<file path="config.mk">
export PLATFORM = sky130hd
export DESIGN_NAME = operand_bypass
export DESIGN_NICKNAME = d
export VERILOG_FILES = /design/src/source/apogeo_pkg.sv /design/src/source/operand_bypass.sv
export SDC_FILE = /design/constraint.sdc
export NUM_CORES = 1
export LEC_CHECK = 0
export BUFFER_PORTS_ARGS = -buffer_cell sky130_fd_sc_hd__buf_4
export CAP_MARGIN = 20
export CELL_PAD_IN_SITES_DETAIL_PLACEMENT = 0
export CELL_PAD_IN_SITES_GLOBAL_PLACEMENT = 1
export CORE_UTILIZATION = 27
export CTS_CLUSTER_SIZE = 16
export DETAILED_ROUTE_END_ITERATION = 16
export PLACE_DENSITY_LB_ADDON = 0.1
export SLEW_MARGIN = 10
export SYNTH_ARGS = -nofsm -noshare
export SYNTH_HDL_FRONTEND = slang
export SYNTH_SLANG_ARGS = --single-unit
</file>
<file path="constraint.sdc">
create_clock -name clk_i -period 3.9 [get_ports clk_i]
set_clock_uncertainty 0.15 [all_clocks]
set_input_delay 0.195 -clock clk_i [delete_from_list [all_inputs] [get_ports clk_i]]
set_output_delay 0.195 -clock clk_i [all_outputs]
set_load 0.02 [all_outputs]
</file>
<file path="src/source/apogeo_pkg.sv">
package apogeo_pkg;

    // register index and register value.
    typedef logic [4:0]  reg_addr_t;
    typedef logic [31:0] data_word_t;

    // major opcodes that read source registers.
    localparam logic [6:0] opc_op      = 7'b0110011;
    localparam logic [6:0] opc_op_imm  = 7'b0010011;
    localparam logic [6:0] opc_branch  = 7'b1100011;
    localparam logic [6:0] opc_op_fp   = 7'b1010011;
    // fused multiply-add family, the only R4 instructions.
    localparam logic [6:0] opc_fmadd   = 7'b1000011;
    localparam logic [6:0] opc_fmsub   = 7'b1000111;
    localparam logic [6:0] opc_fnmsub  = 7'b1001011;
    localparam logic [6:0] opc_fnmadd  = 7'b1001111;

    // which register class and how many sources an instruction reads.
    typedef enum logic [1:0] {
        cls_none   = 2'd0,
        cls_int    = 2'd1,
        cls_float2 = 2'd2,
        cls_float3 = 2'd3
    } operand_class_t;

    // standard R-type layout.
    typedef struct packed {
        logic [6:0] funct7;
        reg_addr_t  rs2;
        reg_addr_t  rs1;
        logic [2:0] funct3;
        reg_addr_t  rd;
        logic [6:0] opcode;
    } r_type_t;

    // R4 layout, funct7 splits into rs3 and fmt.
    typedef struct packed {
        reg_addr_t  rs3;
        logic [1:0] fmt;
        reg_addr_t  rs2;
        reg_addr_t  rs1;
        logic [2:0] funct3;
        reg_addr_t  rd;
        logic [6:0] opcode;
    } r4_type_t;

    // one instruction word seen through either layout.
    typedef union packed {
        r_type_t  r;
        r4_type_t r4;
    } instr_u;

    // source request from the decoder, 18 bits.
    typedef struct packed {
        reg_addr_t      rs1;
        reg_addr_t      rs2;
        reg_addr_t      rs3;
        logic           float_sel;
        operand_class_t op_class;
    } src_req_t;

    // writeback request, 39 bits.
    typedef struct packed {
        logic       write;
        logic       float_sel;
        reg_addr_t  addr;
        data_word_t data;
    } wb_req_t;

    // operand bundle handed to execute, 99 bits.
    typedef struct packed {
        logic           valid;
        operand_class_t op_class;
        data_word_t     data_1;
        data_word_t     data_2;
        data_word_t     data_3;
    } issue_t;

endpackage : apogeo_pkg

</file>
<file path="src/source/operand_bypass.sv">
`timescale 1ns/1ns

module operand_bypass
    import apogeo_pkg::*;
#(
    parameter logic HAS_FPU = 1'b1
) (
    input  logic       clk_i,
    input  logic       rst_i,
    input  src_req_t   src_i,
    input  wb_req_t    wb_i,
    input  data_word_t read_data_1_i,
    input  data_word_t read_data_2_i,
    input  data_word_t read_data_3_i,
    output issue_t     issue_o
);

    // class of the writeback as the register file stores it.
    logic   wb_float;
    // bundle before the pipeline register.
    issue_t issue_d;

    // a float write folds into the integer bank when the fpu is absent.
    assign wb_float = wb_i.float_sel && HAS_FPU;

    // picks bank data or forwarded writeback data for one port.
    function automatic data_word_t select_operand(
        input reg_addr_t  addr,
        input data_word_t bank_data,
        input logic       float_sel,
        input logic       wb_is_float,
        input wb_req_t    wb
    );
        logic is_x0;
        logic hit;

        // integer x0 always reads zero, so it is never forwarded.
        is_x0 = !float_sel && (addr == '0);
        // same address and same class as a write this cycle.
        hit   = wb.write && (wb_is_float == float_sel) && (wb.addr == addr);

        if (is_x0) begin
            return '0;
        end else if (hit) begin
            return wb.data;
        end
        return bank_data;
    endfunction

    // operand assembly.
    always_comb begin
        issue_d          = '0;
        issue_d.valid    = (src_i.op_class != cls_none);
        issue_d.op_class = src_i.op_class;

        // every issuing class reads the first two ports.
        if (src_i.op_class != cls_none) begin
            issue_d.data_1 = select_operand(src_i.rs1, read_data_1_i, src_i.float_sel,
                                            wb_float, wb_i);
            issue_d.data_2 = select_operand(src_i.rs2, read_data_2_i, src_i.float_sel,
                                            wb_float, wb_i);
        end

        // third port only for R4 instructions.
        if (src_i.op_class == cls_float3) begin
            issue_d.data_3 = select_operand(src_i.rs3, read_data_3_i, src_i.float_sel,
                                            wb_float, wb_i);
        end
    end

    // the single pipeline stage of the slice.
    always_ff @(posedge clk_i) begin
        if (rst_i) begin
            issue_o <= '0;
        end else begin
            // no back-pressure, overwritten every cycle.
            issue_o <= issue_d;
        end
    end

endmodule : operand_bypass

</file>
==> results of run 1 <==
[synthesized netlist by cell type]
master | n | area share, %
o21ai_0 | 64 | 8.1
xor2_1 | 9 | 2.0
inv_1 | 1 | 0.095
dfxtp_1 | 99 | 50
nand2_1 | 96 | 9.1
or4_1 | 1 | 0.19
and2_1 | 3 | 0.48
buf_6 | 7 | 2.0
nand4_1 | 96 | 15
nor4_1 | 2 | 0.32
nor3_2 | 1 | 0.25
clkbuf_1 | 31 | 2.9
o311a_1 | 1 | 0.25
nor3_1 | 2 | 0.25
a21oi_2 | 2 | 0.44
o21bai_1 | 1 | 0.19
xnor2_1 | 7 | 1.6
o21ai_1 | 32 | 4.1
nor2b_1 | 2 | 0.32
buf_2 | 6 | 0.76
nor2_1 | 2 | 0.19
and4_1 | 3 | 0.67
buf_1 | 5 | 0.48
[logic make-up after synthesis]
kind of cell | synth area share, %
compound gates | 13.0
xor+xnor | 3.55
buf+inv | 6.27
flops | 50.2
simple gates | 27.0
[metrics by stage]
step / setup WS, ps / hold WS [ps] / instances / cell area (um2)
after detailed placement: 1260 / 227 / 867 / 5950
after floorplan: 2230 / 117 / 473 / 3950
after global placement: 1350 / 223 / 866 / 5930
==> out/metrics.yaml, run 1 <==
clock_network:
  clock_path_buffers: 2
  htreeDepth: 3
  cts_hold_buffers: 178
  cts_made_buffers: 9
  cts-root-buf: "clkbuf_16"
  ctsResizeCount: 0
  cts_setup_buffers: 0
  clock_sinks: 99
floorplan:
  pin_count: 254
  initial_utilization_pct: 28.0
  rows: 43
  dieWidth_um: 123
  die_y_um: 123
synthesis:
  synth_cell_types: 23
  syn_area_per_cell_um2: 8.35
  synthesis.nets: 628
  yosysWarnings: 0
  postSynthCellCount: 473
  ys_seq_area_share_pct: 50.2
  synth_area_mm2: 0.00395
  ys_ff_latch: 99
placed_design:
  hpwl_um: 11600
  io_buffers: 253
  gp_congestion: 0.795
status:
  tool.error: "[ERROR RSZ-0060] Max buffer count reached."
  status: "aborted with a tool error"
  haltStage: "clock tree synthesis (4_1_cts)"
==> run 2: changes to the inputs <==
--- a/config.mk
+++ b/config.mk
@@ -7,12 +7,9 @@
 export LEC_CHECK = 0
 export BUFFER_PORTS_ARGS = -buffer_cell sky130_fd_sc_hd__buf_4
 export CAP_MARGIN = 20
-export CELL_PAD_IN_SITES_DETAIL_PLACEMENT = 0
-export CELL_PAD_IN_SITES_GLOBAL_PLACEMENT = 1
-export CORE_UTILIZATION = 27
-export CTS_CLUSTER_SIZE = 16
+export CORE_UTILIZATION = 20
 export DETAILED_ROUTE_END_ITERATION = 16
-export PLACE_DENSITY_LB_ADDON = 0.1
+export PLACE_DENSITY_LB_ADDON = 0.15
 export SLEW_MARGIN = 10
 export SYNTH_ARGS = -nofsm -noshare
 export SYNTH_HDL_FRONTEND = slang
==> run 2 against run 1 <==
The flow now finishes without violations. Area after synthesis stayed put. Synthesized cell count stayed put.
==> out/metrics.yaml, run 2 <==
placed_design:
  place_area_mm2: 0.00605  # was 0.00595 mm2
  hpwl_um: 12400  # was 11600 um
  gp_congestion: 0.784  # was 0.795
  placed_cells: 953  # was 867
  io_buffers: 253  # unchanged
sta:
  hold_viol_final: 0
  max_slew_margin_pct: 32.0
  setup_viol: 0
  period_share_pct: 79.1
  setup-tns-final_ps: 0
  grt_setup_unrepaired: "false"
  max_freq_mhz: 324
  fin_crit_ps: 3080
  worst_slew_pin_slew_ps: 1020
  slew_viol_final: 0
clock_network:
  cts_tree: "done"
  htreeDepth: 3  # unchanged
  clock_sinks: 99  # unchanged
  clkTransAtPathRegs_ps: 70
  cts-root-buf: "clkbuf_16"  # unchanged
  ctsResizeCount: 0  # unchanged
  clock_path_buffers: 2  # unchanged
  cts_made_buffers: 9  # unchanged
  cts_setup_buffers: 0  # unchanged
synthesis:
  ys_top_cells_by_count: "dfxtp_1 (99), nand2_1 (96), nand4_1 (96), o21ai_0 (64), o21ai_1 (32)"  # unchanged
  synth_area_mm2: 0.00395  # unchanged
  synthTopCellsByArea: "dfxtp_1 (50%), nand4_1 (15%), nand2_1 (9.1%), o21ai_0 (8.1%), o21ai_1 (4.1%)"  # unchanged
  ys_async_sr_fraction_pct: 0  # unchanged
  yosysTopAreaCell: "dfxtp_1"  # unchanged
  synthesis.nets: 628  # unchanged
  synth_edf_count: 0  # unchanged
  synth_top_area_share_pct: 50.2  # unchanged
  ys_seq_area_share_pct: 50.2  # unchanged
  yosysMostFrequentCell: "dfxtp_1"  # unchanged
  yosysWarnings: 0  # unchanged
  postSynthCellCount: 473  # unchanged
  syn_area_per_cell_um2: 8.35  # unchanged
  ys_ff_latch: 99  # unchanged
  ys.flop_type: "dfxtp_1"  # unchanged
  synth_cell_types: 23  # unchanged
worst_setup_path:
  path_class: "input pin to flip-flop"
  critPathMaxStageDelay_ps: 820
  endpoint_kind: "flip-flop"
  worst-path-buf-inv: 4
  crit_slowest_cell: "a21oi_4"
  path_cells: "dlygate4sd3_1, buf_4, o21bai_1, a21oi_4, buf_4, nand2_1, o21ai_0, dlygate4sd3_1"
  cp_top_family: "buffers and inverters"
  path_depth: 8
  startpoint: "rst_i"
  arrival_ps: 3220
  critPathRequiredTime_ps: 4040
  crit_path_start_kind: "input pin"
  critPathMaxFanout: 40
global_routing:
  grt_usage_pct: 18.0
  grt_max_degree: 65
  grt_first_pass_wirelength_um: 27700
  grt_pass1_vias: 5282
  antenna_found_initial: 0
  grt-ovfl-total: 0
routing:
  vias: 5170
  via_per_inst: 4.48
  drtAntennaViolNets: 0
  wl_per_cell_um: 16.1
  dr.pass1.iters: 5
  drc_errors: 0
  routed_wl_um: 18600
  drtIter0Drc: 273
final_layout:
  layout_commonest_cell: "buf_4"
  antenna_cells: 0
  largest_reg_flops: 99
  reg_top3: "issue_o x99"
  area_delta_synth_final_pct: 108
  regMostFlops: "issue_o"
  finalInstanceArea_mm2: 0.00820
  finalNetCount: 1039
  layout-drive-gt1-share_pct: 32.5
  stdcell_count: 1154
  final_cell_mix: "buf_4 (264), dlygate4sd3_1 (183), dfxtp_1 (99)"
pwr:
  powerDensity_mw_per_mm2: 308
  peakVddDrop_v: 0.000184
  power_uw: 2530
  p_leak_uw: 0.00367
worst_hold_path:
  hp-start: "wb_i[16]"
  min_path_cells: 3
  min_path_type: "input pin to flip-flop"
  holdPathEnd: "issue_o[16]"
floorplan:
  die_y_um: 143  # was 123 um
  coreArea_mm2: 0.0194
  rows: 51  # was 43
  dieWidth_um: 143  # was 123 um
  die-area_mm2: 0.0203
  pin_count: 254  # unchanged
  initial_utilization_pct: 20.4  # was 28.0%
status:
  status: "finished, final reports clean"  # was aborted with a tool error
flow_run:
  drv_cap: 0
[run 2: worst max-delay path by stage]
| stage | to | slack (ps) |
|---|---|---|
| 2_1_floorplan | issue_o[10] | 2230 |
| 5_1_grt | issue_o[75] | 590 |
| 3_5_place_dp | issue_o[85] | 1220 |
| 3_3_place_gp | issue_o[94] | 1340 |
| 4_1_cts | issue_o[42] | 780 |
| 6_report | issue_o[75] | 820 |
[run 2: cell type report]
| class | instances | area [um2] |
|---|---|---|
| timing repair buffer | 449 | 3850 |
| multi-input combinational | 324 | 1760 |
| inverter | 1 | 3.75 |
| clock inverter | 6 | 38.8 |
| fill | 2030 | 11200 |
| sequential | 99 | 1980 |
| clock buffer | 10 | 239 |
| tap | 265 | 332 |
[run 2: power breakdown]
part / total (uW) / switching (uW) / leakage [uW] / internal, uW
logic: 590 / 274 / 0.00272 / 315
clock network: 863 / 413 / 0.000135 / 450
registers: 1080 / 16.5 / 0.000815 / 1060
total: 2530 / 704 / 0.00367 / 1830
[run 2: kinds of logic (layout without fill, tap and decap cells)]
logic type | count (synthesis) | in the layout | synth area share [%]
xor+xnor | 16 | 16 | 3.55
compound gates | 100 | 100 | 13.0
buf+inv | 50 | 466 | 6.27
simple gates | 208 | 208 | 27.0
flops | 99 | 99 | 50.2
[run 2: routing by layer]
metal	GRT usage (%)	part of all wire [%]
met3	3.60	5.6
met5	0	0
met1	21.7	44
met2	31.5	49
met4	6.45	1.9
[run 2: per-stage QoR]
step	setup WS, ps	hold WS (ps)	utilization, %
final	817	8.13	42.3
after detailed placement	1220	233	31.2
after global placement	1340	229	31.2
after global routing	586	5.71	42.3
after CTS	779	0.983	42.1
after floorplan	2230	117	-
[run 2: repair_timing]
item | 4_1_cts | 5_1_grt
hold buffers | 183 | 0
setup endpoints to repair | 0 | 0
hold endpoints to repair | 98 | 0
Power figures use the tool's default switching activity.
