`config.mk`:
```
export PLATFORM = sky130hd
export DESIGN_NAME = operand_decoder
export DESIGN_NICKNAME = d
export VERILOG_FILES = /design/src/source/apogeo_pkg.sv /design/src/source/operand_decoder.sv
export SDC_FILE = /design/constraint.sdc
export NUM_CORES = 1
export LEC_CHECK = 0
export ABC_CLOCK_PERIOD_IN_PS = 1900
export BUFFER_PORTS_ARGS = -buffer_cell sky130_fd_sc_hd__buf_2
export CORE_AREA = 10 10 47 49
export DETAILED_ROUTE_END_ITERATION = 8
export DIE_AREA = 0 0 57 59
export PLACE_DENSITY = 0.58
export SYNTH_ARGS = -nofsm -noshare
export SYNTH_HDL_FRONTEND = slang
export SYNTH_SLANG_ARGS = --single-unit
```
`constraint.sdc`:
```
create_clock -name vclk -period 1.9
set_clock_uncertainty 0.05 [all_clocks]
set_input_delay 0.285 -clock vclk [all_inputs]
set_output_delay 0.285 -clock vclk [all_outputs]
set_load 0.01 [all_outputs]
```
`src/source/apogeo_pkg.sv`:
```
package apogeo_pkg;

    // register index and register value.
    typedef logic [4:0]  reg_addr_t;
    typedef logic [31:0] data_word_t;

    // major opcodes that read source registers.
    localparam logic [6:0] opc_op      = 7'b0110011;
    localparam logic [6:0] opc_op_imm  = 7'b0010011;
    localparam logic [6:0] opc_branch  = 7'b1100011;
    localparam logic [6:0] opc_op_fp   = 7'b1010011;
    // fused multiply-add family, the only R4 instructions.
    localparam logic [6:0] opc_fmadd   = 7'b1000011;
    localparam logic [6:0] opc_fmsub   = 7'b1000111;
    localparam logic [6:0] opc_fnmsub  = 7'b1001011;
    localparam logic [6:0] opc_fnmadd  = 7'b1001111;

    // which register class and how many sources an instruction reads.
    typedef enum logic [1:0] {
        cls_none   = 2'd0,
        cls_int    = 2'd1,
        cls_float2 = 2'd2,
        cls_float3 = 2'd3
    } operand_class_t;

    // standard R-type layout.
    typedef struct packed {
        logic [6:0] funct7;
        reg_addr_t  rs2;
        reg_addr_t  rs1;
        logic [2:0] funct3;
        reg_addr_t  rd;
        logic [6:0] opcode;
    } r_type_t;

    // R4 layout, funct7 splits into rs3 and fmt.
    typedef struct packed {
        reg_addr_t  rs3;
        logic [1:0] fmt;
        reg_addr_t  rs2;
        reg_addr_t  rs1;
        logic [2:0] funct3;
        reg_addr_t  rd;
        logic [6:0] opcode;
    } r4_type_t;

    // one instruction word seen through either layout.
    typedef union packed {
        r_type_t  r;
        r4_type_t r4;
    } instr_u;

    // source request from the decoder, 18 bits.
    typedef struct packed {
        reg_addr_t      rs1;
        reg_addr_t      rs2;
        reg_addr_t      rs3;
        logic           float_sel;
        operand_class_t op_class;
    } src_req_t;

    // writeback request, 39 bits.
    typedef struct packed {
        logic       write;
        logic       float_sel;
        reg_addr_t  addr;
        data_word_t data;
    } wb_req_t;

    // operand bundle handed to execute, 99 bits.
    typedef struct packed {
        logic           valid;
        operand_class_t op_class;
        data_word_t     data_1;
        data_word_t     data_2;
        data_word_t     data_3;
    } issue_t;

endpackage : apogeo_pkg

```
`src/source/operand_decoder.sv`:
```
`timescale 1ns/1ns

module operand_decoder
    import apogeo_pkg::*;
#(
    parameter logic HAS_FPU = 1'b1
) (
    input  instr_u   instr_i,
    input  logic     instr_valid_i,
    output src_req_t src_o
);

    // class chosen for the current word.
    operand_class_t op_class;
    // classes given to floating-point opcodes.
    operand_class_t fp2_class;
    operand_class_t fp3_class;

    // without an fpu the floating-point opcodes read the integer bank.
    assign fp2_class = HAS_FPU ? cls_float2 : cls_int;
    assign fp3_class = HAS_FPU ? cls_float3 : cls_int;

    // opcode classification.
    always_comb begin
        if (!instr_valid_i) begin
            // no instruction, nothing to read.
            op_class = cls_none;
        end else begin
            case (instr_i.r.opcode)
                opc_op, opc_op_imm, opc_branch: begin
                    op_class = cls_int;
                end
                opc_op_fp: begin
                    op_class = fp2_class;
                end
                opc_fmadd, opc_fmsub, opc_fnmsub, opc_fnmadd: begin
                    op_class = fp3_class;
                end
                default: begin
                    // other opcodes still issue, reading integer rs1 and rs2.
                    op_class = cls_int;
                end
            endcase
        end
    end

    // source address extraction.
    always_comb begin
        src_o           = '0;
        src_o.op_class  = op_class;
        src_o.float_sel = (op_class == cls_float2) || (op_class == cls_float3);

        // rs1 and rs2 sit at the same place in both layouts.
        if (op_class != cls_none) begin
            src_o.rs1 = instr_i.r.rs1;
            src_o.rs2 = instr_i.r.rs2;
        end

        // upper bits are rs3 only in the R4 view.
        if (op_class == cls_float3) begin
            src_o.rs3 = instr_i.r4.rs3;
        end
    end

endmodule : operand_decoder

```
==> Yosys cells after proc, flatten, opt, wreduce, memory -nomap -nowiden <==
Index checks and enable logic that the tools add are counted.
{ "word_totals": {"output_inout_bits": 18, "regBits": 0, "input_bits": 33, "word_cells": 14} }
{ "op_classes": {"n_eq_ne": 7, "n_mux": 4, "reduce_logical": 3} }
{ "op_table": {"columns": ["operator", "count"], "rows": [
  ["$eq A7 B7 Y1 const B", 5],
  ["$mux W10", 1],
  ["$mux W5", 1],
  ["$eq A2 B2 Y1 const B", 2],
  ["$pmux W2 S2", 1],
  ["$reduce_or A4 Y1", 1],
  ["$mux W2", 1],
  ["$reduce_bool A2 Y1", 1],
  ["$logic_or A1 B1 Y1", 1]
]} }

==> Depth between registers and ports, before layout <==
Gate-level depths: netlist (run 1).
{ "depth": {"depth_word": 6, "ltp_mapped": 3, "depth_no_buf": 2} }

==> Least setup slack after synthesis (run 1) <==
No wires, ideal clock.
{ "synth_path": {"path_kind": "input to output", "start": "in instr_i[5] (netlist bit)", "end": "out src_o[2] (netlist bit)", "t_required_ps": 1565, "slack_ps": 502, "arrival_time_ps": 1063, "n_path_buf": 1, "path_stages": 3, "cell_sequence": "nand4b_4 > nor3b_1 > buf_4"} }
{ "synth_lines": {"columns": ["item", "line", "text"], "rows": [
  ["from (decl)", "operand_decoder.sv:8", "input instr_u instr_i,"],
  ["to (decl)", "operand_decoder.sv:10", "output src_req_t src_o"]
]} }

==> results of run 1 <==
[power breakdown]
part	internal, mW	total, mW	switching (mW)
Combinational	0.0359	0.0662	0.0304
Sequential	0	0	0
Clock	0	0	0
[layout make-up]
| type | count | share of cell area, % |
|---|---|---|
| Tap cell | 16 | 5.11 |
| Multi-Input combinational cell | 20 | 36.7 |
| Inverter | 6 | 5.75 |
| Timing Repair Buffer | 41 | 52.4 |
[layout by cell type, fill, tap and decap left out]
cell type and n:
o41a_1 1, buf_2 41, and2_1 10, inv_1 6, nor3_1 5, nand4b_4 1
o21a_1 1, nand2b_1 1, nor3b_1 1
[kinds of logic after synthesis]
logic type | share of synthesized area [%]
buffers and inverters | 19.0
AND/OR/NAND/NOR | 70.4
AO/OA/AOI/OAI | 10.6
[tightest hold or removal path, stage by stage]
cell,delay [ns]
buf_2,0.07
and2_1,0.10
buf_2,0.12
[per-layer routing]
| metal | track usage [%] | wire [um] | up-vias | share of wire (%) |
|---|---|---|---|---|
| li1 | - | - | 167 | - |
| met1 | 5.81 | 356 | 129 | 35 |
| met2 | 11.9 | 621 | 11 | 60 |
| met3 | 0.644 | 51 | 0 | 5.0 |
| met4 | 0 | 0 | 0 | 0 |
| met5 | 0 | 0 | - | 0 |
[per-stage QoR]
step	util [%]	cell area, um2	instances	setup slack [ns]	total power [mW]
floorplan	-	178	28	0.502	0.0271
global placement	27.9	392	83	0.515	0.0663
detailed placement	27.9	392	83	0.507	0.0676
CTS	27.9	392	83	0.504	0.0678
global route	27.9	392	83	0.457	0.0737
finish	27.9	392	83	0.517	0.0662
[final timing paths]
kind / slack [ns] / startpoint / end
min: 0.81 / instr_i[19] / src_o[17]
max: 0.52 / instr_i[5] / src_o[0]
==> metrics.md, run 1 <==
| Metric | Value |
|---|---|
| Outcome | `finished clean` |
| Synth unique cells | `10` |
| Post-Synthesis Cells | `28` |
| Gr usage total | `5.57%` |
| Number of global-route vias before repair | `around 370` |
| Final Wtd Congestion | `0.664` |
| Final setup vio count | `0` |
| Relative slew slack | `just under 90%` |
| Horiz. Die Dim | `57 um` |
| Largest net degree at the start of global routing | `14` |
| Clock buf count | `0` |
| Synth area leader | `and2_1` |
| Post-synth net total | `61` |
| Die Height | `just under 60 um` |
| HPWL after DPL | `roughly 980 um` |
| Synth-to-Final Area Change | `120%` |
| Max rail drop VDD | `roughly 60 uV` |
| Synth top area share | `35.2%` |
| Core area | `0.00140 mm2` |
| Area of the multi-input gates | `144 um2` |
| WHS | `0.813 ns` |
| Routed WL per cell | `12.4 um` |
| Worst Tran Pin Value | `0.200 ns` |
| Maximum net fanout on the critical path | `7` |
| Post-synthesis sequential area ratio | `0%` |
| Crit path largest cell delay | `0.32 ns` |
| Post-CTS Resized | `0` |
| CP max stage cell | `o41a_1` |
| Hold depth | `3` |
| Post-layout min period | `1.38 ns` |
| CP startpoint kind | `input pin` |
| Die ar. | `0.00336 mm2` |
| Max-slew violations | `0` |
| Leakage power | `about 0.26 nW` |
| Fill cells | `approximately 170` |
| Register area | `0 um2` |
| NumNets Final | `~100` |
| Top cell family by delay on the critical path | `compound AO/OA/AOI/OAI gates` |
| Sequential cells | `0` |
| WP buf/inv | `2` |
| Setup TNS | `0 ns` |
| Setup repair bufs after CTS | `0` |
| Synth top cells by count | `and2_1, inv_1, nor3_1` |
| Final ANT Viol Nets | `0` |
| Worst Setup Path Type | `input pin to primary output` |
| Cell with the most instances after synthesis | `and2_1` |
| Site Rows | `14` |
| Crit path cell chain | `buf_2 -> nand4b_4 -> o41a_1 -> buf_2` |
| Ys Warns | `0` |
| Post-Route WL | `1.03 mm` |
| RSZ-0062 raised after global routing | `no` |
| Drt via density | `3.70` |
| CTS Hold Bufs | `0` |
| Tcrit/Tclk final | `between 70% and 80%` |
| Max cap viols | `0` |
| Initial Util | `about an eighth` |
| Drt drc | `0` |
| Setup crit end kind | `primary output` |
| Antenna cells | `0` |
| Cell Pwr Density | `169 mW/mm2` |
| Synth Cell Area | `178 um2` |
| Number of cells on the critical path | `4` |
| Share of layout cells above drive strength 1 | `around 63%` |
| Synthesized area per cell | `6.35 um2` |
| I/O Pins | `51` |
| Port buffer count | `41` |
| DRT Pass-1 Iters | `2` |
| Most frequent CP cell | `buf_2` |
| Initial DRC Count | `1` |
| Total number of vias | `307` |
| Antenna violations before repair | `0` |
| Top post-synthesis cells by area | `and2_1, nor3_1, nand4b_4, inv_1, o41a_1` |
| Remaining Overflow, GRT | `0` |
| CP arrival | `1.05 ns` |
| Global-route wire length before repair | `1.64 mm` |
| Type of the worst min-delay path | `input pin to primary output` |
| Final hold violations | `0` |
| FMAX | `roughly 720 MHz` |
| Worst Path Required | `about 1.6 ns` |
Power figures use the tool's default switching activity.
==> run 2: changes to the inputs <==
--- a/config.mk
+++ b/config.mk
@@ -5,12 +5,12 @@
 export SDC_FILE = /design/constraint.sdc
 export NUM_CORES = 1
 export LEC_CHECK = 0
-export ABC_CLOCK_PERIOD_IN_PS = 1900
+export ABC_CLOCK_PERIOD_IN_PS = 1200
 export BUFFER_PORTS_ARGS = -buffer_cell sky130_fd_sc_hd__buf_2
 export CORE_AREA = 10 10 47 49
 export DETAILED_ROUTE_END_ITERATION = 8
 export DIE_AREA = 0 0 57 59
-export PLACE_DENSITY = 0.58
+export PLACE_DENSITY = 0.6
 export SYNTH_ARGS = -nofsm -noshare
 export SYNTH_HDL_FRONTEND = slang
 export SYNTH_SLANG_ARGS = --single-unit
==> constraint.sdc (replaced) <==
create_clock -name vclk -period 1.2
set_clock_uncertainty 0.05 [all_clocks]
set_input_delay 0.18 -clock vclk [all_inputs]
set_output_delay 0.18 -clock vclk [all_outputs]
set_load 0.01 [all_outputs]
==> metrics.md, run 2 (synthesis gave the netlist of run 1 again) <==
| Metric | Value |
|---|---|
| CP startpoint kind | `input pin` |
| Clk pwr share | `0% (unchanged)` |
| DRT Pass-1 Iters | `4 (+2)` |
| Initial Util | `12.7% (unchanged)` |
| Total power | `105 uW (+58%)` |
| Most crowded layer after global routing | `met2` |
| Relative slew slack | `86.3% (-0.31 points)` |
| Outcome | `finished clean` |
| Global-route wire length before repair | `1.49 mm (-8.9%)` |
| Post-layout instance area | `398 um2 (+1.6%)` |
| Share of layout cells above drive strength 1 | `62.7% (unchanged)` |
| Remaining Overflow, GRT | `0 (unchanged)` |
| Type of the worst min-delay path | `input pin to primary output` |
| Core area | `0.00140 mm2 (unchanged)` |
| Sequential cells | `0 (unchanged)` |
| Setup TNS | `0 ns (unchanged)` |
| Grt met2 use | `11.0% (-0.93 points)` |
| Synth-to-Final Area Change | `124%` |
| Worst Tran Pin Value | `0.205 ns (+0.00467 ns)` |
| Sw frac | `44.1% (-1.7 points)` |
| Max cap viols | `0 (unchanged)` |
| Horiz. Die Dim | `57 um (unchanged)` |
| Max rail drop VDD | `104 uV (+75%)` |
| Area after DPL | `392 um2 (unchanged)` |
| Worst Path Required | `0.97 ns (-0.59 ns)` |
| Final ANT Viol Nets | `0 (unchanged)` |
| Clock buf count | `0 (unchanged)` |
| I/O Pins | `51 (unchanged)` |
| DP Worst Slack | `0.0239 ns (-0.483 ns)` |
| Routed WL per cell | `11.5 um (-7.1%)` |
| Drt via density | `3.71 (+0.33%)` |
| Worst Setup Path Type | `input pin to primary output` |
| Final Wtd Congestion | `0.667 (+0.45%)` |
| Final hold violations | `0 (unchanged)` |
| Die ar. | `0.00336 mm2 (unchanged)` |
| Logic pwr share | `100.0% (about the same)` |
| Commonest cells after routing, fill and taps aside | `buf_2, and2_1, inv_1` |
| Cell Pwr Density | `264 mW/mm2 (+56%)` |
| Worst Setup Slack, final | `0.0473 ns (-0.470 ns)` |
| Leakage power | `0.265 nW (+0.80%)` |
| Switching pwr | `46.3 uW (+53%)` |
| Antenna cells | `0 (unchanged)` |
| Internal power | `58.6 uW (+63%)` |
| RSZ-0062 raised after global routing | `yes` |
| Global routing usage on met3 | `1.07% (+0.43 points)` |
| Max-slew violations | `0 (unchanged)` |
| Setup crit end kind | `primary output` |
| Maximum net fanout on the critical path | `7 (unchanged)` |
| NumNets Final | `102 (unchanged)` |
| Gr usage total | `5.08% (-0.49 points)` |
| Post-layout min period | `between 1 and 1.5 ns` |
| Number of global-route vias before repair | `332 (-9.0%)` |
| Die Height | `59 um (unchanged)` |
| Commonest non-fill, non-tap cell in the layout | `buf_2` |
| Hold wc startpoint | `instr_i[20]` |
| CP arrival | `0.92 ns (-0.13 ns)` |
| Seq pwr share | `0% (unchanged)` |
| Min-Delay Endpoint | `src_o[8]` |
| Met1 Use GR | `4.93% (-0.88 points)` |
| Tcrit/Tclk final | `96.1%` |
| Port buffer count | `41 (unchanged)` |
| Setup repair bufs after CTS | `0 (unchanged)` |
| Drt drc | `0 (unchanged)` |
| Initial DRC Count | `2 (+1)` |
| Largest net degree at the start of global routing | `14 (unchanged)` |
| Post-Route WL | `956 um (-7.1%)` |
| FMAX | `868 MHz` |
| End-of-flow core utilization | `28.4% (+0.45 points)` |
| Final setup vio count | `0 (unchanged)` |
| Site Rows | `14 (unchanged)` |
| Antenna violations before repair | `0 (unchanged)` |
| Total number of vias | `308 (+0.33%)` |
| Register area | `0 um2 (unchanged)` |
| Hold depth | `3 (unchanged)` |
-- run 2: changes by cell type in the layout (fill, tap and decap cells not counted) --
cell | previous run | this run
buf_6 | 0 | 1
buf_2 | 41 | 40
-- run 2: layout make-up --
class,count,area (um2)
Fill cell,167,1000
Inverter,6,22.5
Multi-Input combinational cell,20,144
Tap cell,16,20.0
Timing Repair Buffer,41,211
-- run 2: worst max-delay path by stage --
stage | cells after the start | from | to
final | 4 | instr_i[5] | src_o[0]
after global routing | 4 | instr_i[5] | src_o[0]
after CTS | 4 | instr_i[5] | src_o[0]
after detailed placement | 4 | instr_i[5] | src_o[0]
after global placement | 4 | instr_i[5] | src_o[0]
after floorplan | 3 | instr_i[5] | src_o[2]
-- run 2: timing repair --
action	4_1_cts	5_1_grt
hold buffers	0	0
hold endpoints to repair	0	0
gates resized for setup	0	1
setup endpoints to repair	0	3
-- run 2: stage by stage --
stage | hold slack, ns | instances
floorplan | 0.405 | 28
global placement | 0.607 | 83
detailed placement | 0.605 | 83
CTS | 0.605 | 83
global route | 0.617 | 83
finish | 0.601 | 83
-- run 2: layer usage --
metal | vias up | routed length (um)
met1 | 130 | 269
met5 | - | 0
li1 | 169 | -
met2 | 9 | 628
met4 | 0 | 0
met3 | 0 | 58
-- run 2: power by group through the flow --
| stage | Combinational, mW | Clock (mW) | Sequential, mW |
|---|---|---|---|
| 2_1_floorplan | 0.0429 | 0 | 0 |
| 3_3_place_gp | 0.104 | 0 | 0 |
| 3_5_place_dp | 0.106 | 0 | 0 |
| 4_1_cts | 0.106 | 0 | 0 |
| 5_1_grt | 0.118 | 0 | 0 |
| 6_report | 0.105 | 0 | 0 |
-- run 2: critical path, stage by stage --
cell	delay [ns]
buf_6	0.09
nand4b_4	0.20
o41a_1	0.32
buf_2	0.14
==> run 3: changes to the inputs <==
--- a/config.mk
+++ b/config.mk
@@ -10,6 +10,7 @@
 export CORE_AREA = 10 10 47 49
 export DETAILED_ROUTE_END_ITERATION = 8
 export DIE_AREA = 0 0 57 59
+export GPL_TIMING_DRIVEN = 0
 export PLACE_DENSITY = 0.6
 export SYNTH_ARGS = -nofsm -noshare
 export SYNTH_HDL_FRONTEND = slang
==> metrics.md, run 3 (synthesis gave the netlist of run 1 again) <==
| Metric | Value |
|---|---|
| NumNets Final | `105 (+2.9%)` |
| Share of layout cells above drive strength 1 | `64.3% (+1.6 points)` |
| Hold wc startpoint | `instr_i[17]` |
| Site Rows | `14 (unchanged)` |
| Global-route wire length before repair | `1.56 mm (+4.6%)` |
| Setup TNS | `0 ns (unchanged)` |
| Core area | `0.00140 mm2 (unchanged)` |
| Final setup vio count | `0 (unchanged)` |
| Max cap viols | `0 (unchanged)` |
| Horiz. Die Dim | `57 um (unchanged)` |
| Synth-to-Final Area Change | `137%` |
| Clock buf count | `0 (unchanged)` |
| Post-Route WL | `1.00 mm (+4.8%)` |
| Drt via density | `3.64 (-1.9%)` |
| Port buffer count | `41 (unchanged)` |
| Cell Pwr Density | `260 mW/mm2 (-1.4%)` |
| Type of the worst min-delay path | `input pin to primary output` |
| Total power | `110 uW (+4.5%)` |
| Post-layout min period | `1.18 ns (+0.0226 ns)` |
| Max rail drop VDD | `86.9 uV (-17%)` |
| Die ar. | `0.00336 mm2 (unchanged)` |
| DP Worst Slack | `-0.0355 ns (-0.0594 ns)` |
| Final hold violations | `0 (unchanged)` |
| Crit path cell chain | `buf_6 -> nand4b_4 -> o41a_1 -> buf_2` |
| Largest net degree at the start of global routing | `11 (-3)` |
| Antenna cells | `0 (unchanged)` |
| Die Height | `59 um (unchanged)` |
| CP max stage cell | `o41a_1` |
| Tcrit/Tclk final | `97.9% (+1.9 points)` |
| Commonest cells after routing, fill and taps aside | `buf_2, and2_1, inv_1` |
| Drt drc | `0 (unchanged)` |
| Final ANT Viol Nets | `0 (unchanged)` |
| CP startpoint kind | `input pin` |
| DRT Pass-1 Iters | `3 (-1)` |
| Routed WL per cell | `11.7 um (+1.2%)` |
| Worst Path Required | `0.97 ns (about the same)` |
| RSZ-0062 raised after global routing | `yes` |
| CP arrival | `0.95 ns (+0.03 ns)` |
| Initial Util | `12.7% (unchanged)` |
| Outcome | `finished clean` |
| Worst Tran Pin Value | `0.286 ns (+0.0811 ns)` |
| Critical Path Start | `instr_i[5]` |
| Final Wtd Congestion | `0.671 (+0.67%)` |
| Leakage power | `0.277 nW (+4.6%)` |
| Number of global-route vias before repair | `341 (+2.7%)` |
| CTS Hold Bufs | `0 (unchanged)` |
| Setup crit end kind | `primary output` |
| Relative slew slack | `80.9% (-5.4 points)` |
| Total number of vias | `313 (+1.6%)` |
| Crit path largest cell delay | `0.37 ns (+0.05 ns)` |
| Area after DPL | `403 um2 (+2.9%)` |
| Worst Setup Path Type | `input pin to primary output` |
| Remaining Overflow, GRT | `0 (unchanged)` |
| Max-slew violations | `0 (unchanged)` |
| Top cell family by delay on the critical path | `compound AO/OA/AOI/OAI gates` |
| I/O Pins | `51 (unchanged)` |
| Antenna violations before repair | `0 (unchanged)` |
| WP buf/inv | `2 (unchanged)` |
| Sequential cells | `0 (unchanged)` |
| Maximum net fanout on the critical path | `3 (-4)` |
| Gr usage total | `5.25% (+0.17 points)` |
| FMAX | `851 MHz (-1.9%)` |
| Initial DRC Count | `3 (+1)` |
| Post-layout instance area | `422 um2 (+6.0%)` |
| Commonest non-fill, non-tap cell in the layout | `buf_2` |
| Register area | `0 um2 (unchanged)` |
| Worst Setup Slack, final | `0.0247 ns (-0.0226 ns)` |
-- run 3: changes by cell type in the layout (fill, tap and decap cells not counted) --
cell,before,now
buf_4,0,2
clkbuf_1,0,1
nor3b_1,1,0
nor3b_2,0,1
-- run 3: final cells by class --
type	count	area [um2]
inverters	6	22.5
repair buffers	42	219
plain buffers	2	11.3
fillers	169	980
multi-input cells	20	149
well taps	16	20.0
-- run 3: worst paths after layout --
check	end	slack, ns	cells after the start
max	src_o[0]	0.02	4
min	src_o[15]	0.60	3
-- run 3: where the power goes --
group | leakage [nW] | switching [mW] | internal [mW]
clock | 0 | 0 | 0
combinational | 0.277 | 0.0486 | 0.0611
sequential | 0 | 0 | 0
total | 0.277 | 0.0486 | 0.0611
-- run 3: per-layer routing --
layer / vias to the layer above / GRT usage [%] / routed length [um]
met2: 9 / 11.8 / 638
met4: 0 / 0 / 0
met1: 132 / 5.05 / 332
met5: - / 0 / 0
met3: 0 / 0.644 / 31
li1: 172 / - / -
-- run 3: stage by stage --
stage               hold WS, ns  utilization (%)  instances
floorplan                 0.405                -         28
global placement          0.606             28.7         85
detailed placement        0.609             28.7         85
CTS                       0.609             29.1         85
global route              0.624             30.1         86
finish                    0.604             30.1         86
-- run 3: timing repair --
action / 4_1_cts / 5_1_grt
setup endpoints to repair: 1 / 2
pin swaps: 0 / 1
resized for setup: 1 / 1
setup buffers: 0 / 1
hold endpoints to repair: 0 / 0
-- run 3: worst min-delay path: cells and delay by family --
family                 cells  cell delay, ns
and+or+nand+nor            1            0.10
buffers and inverters      2            0.19
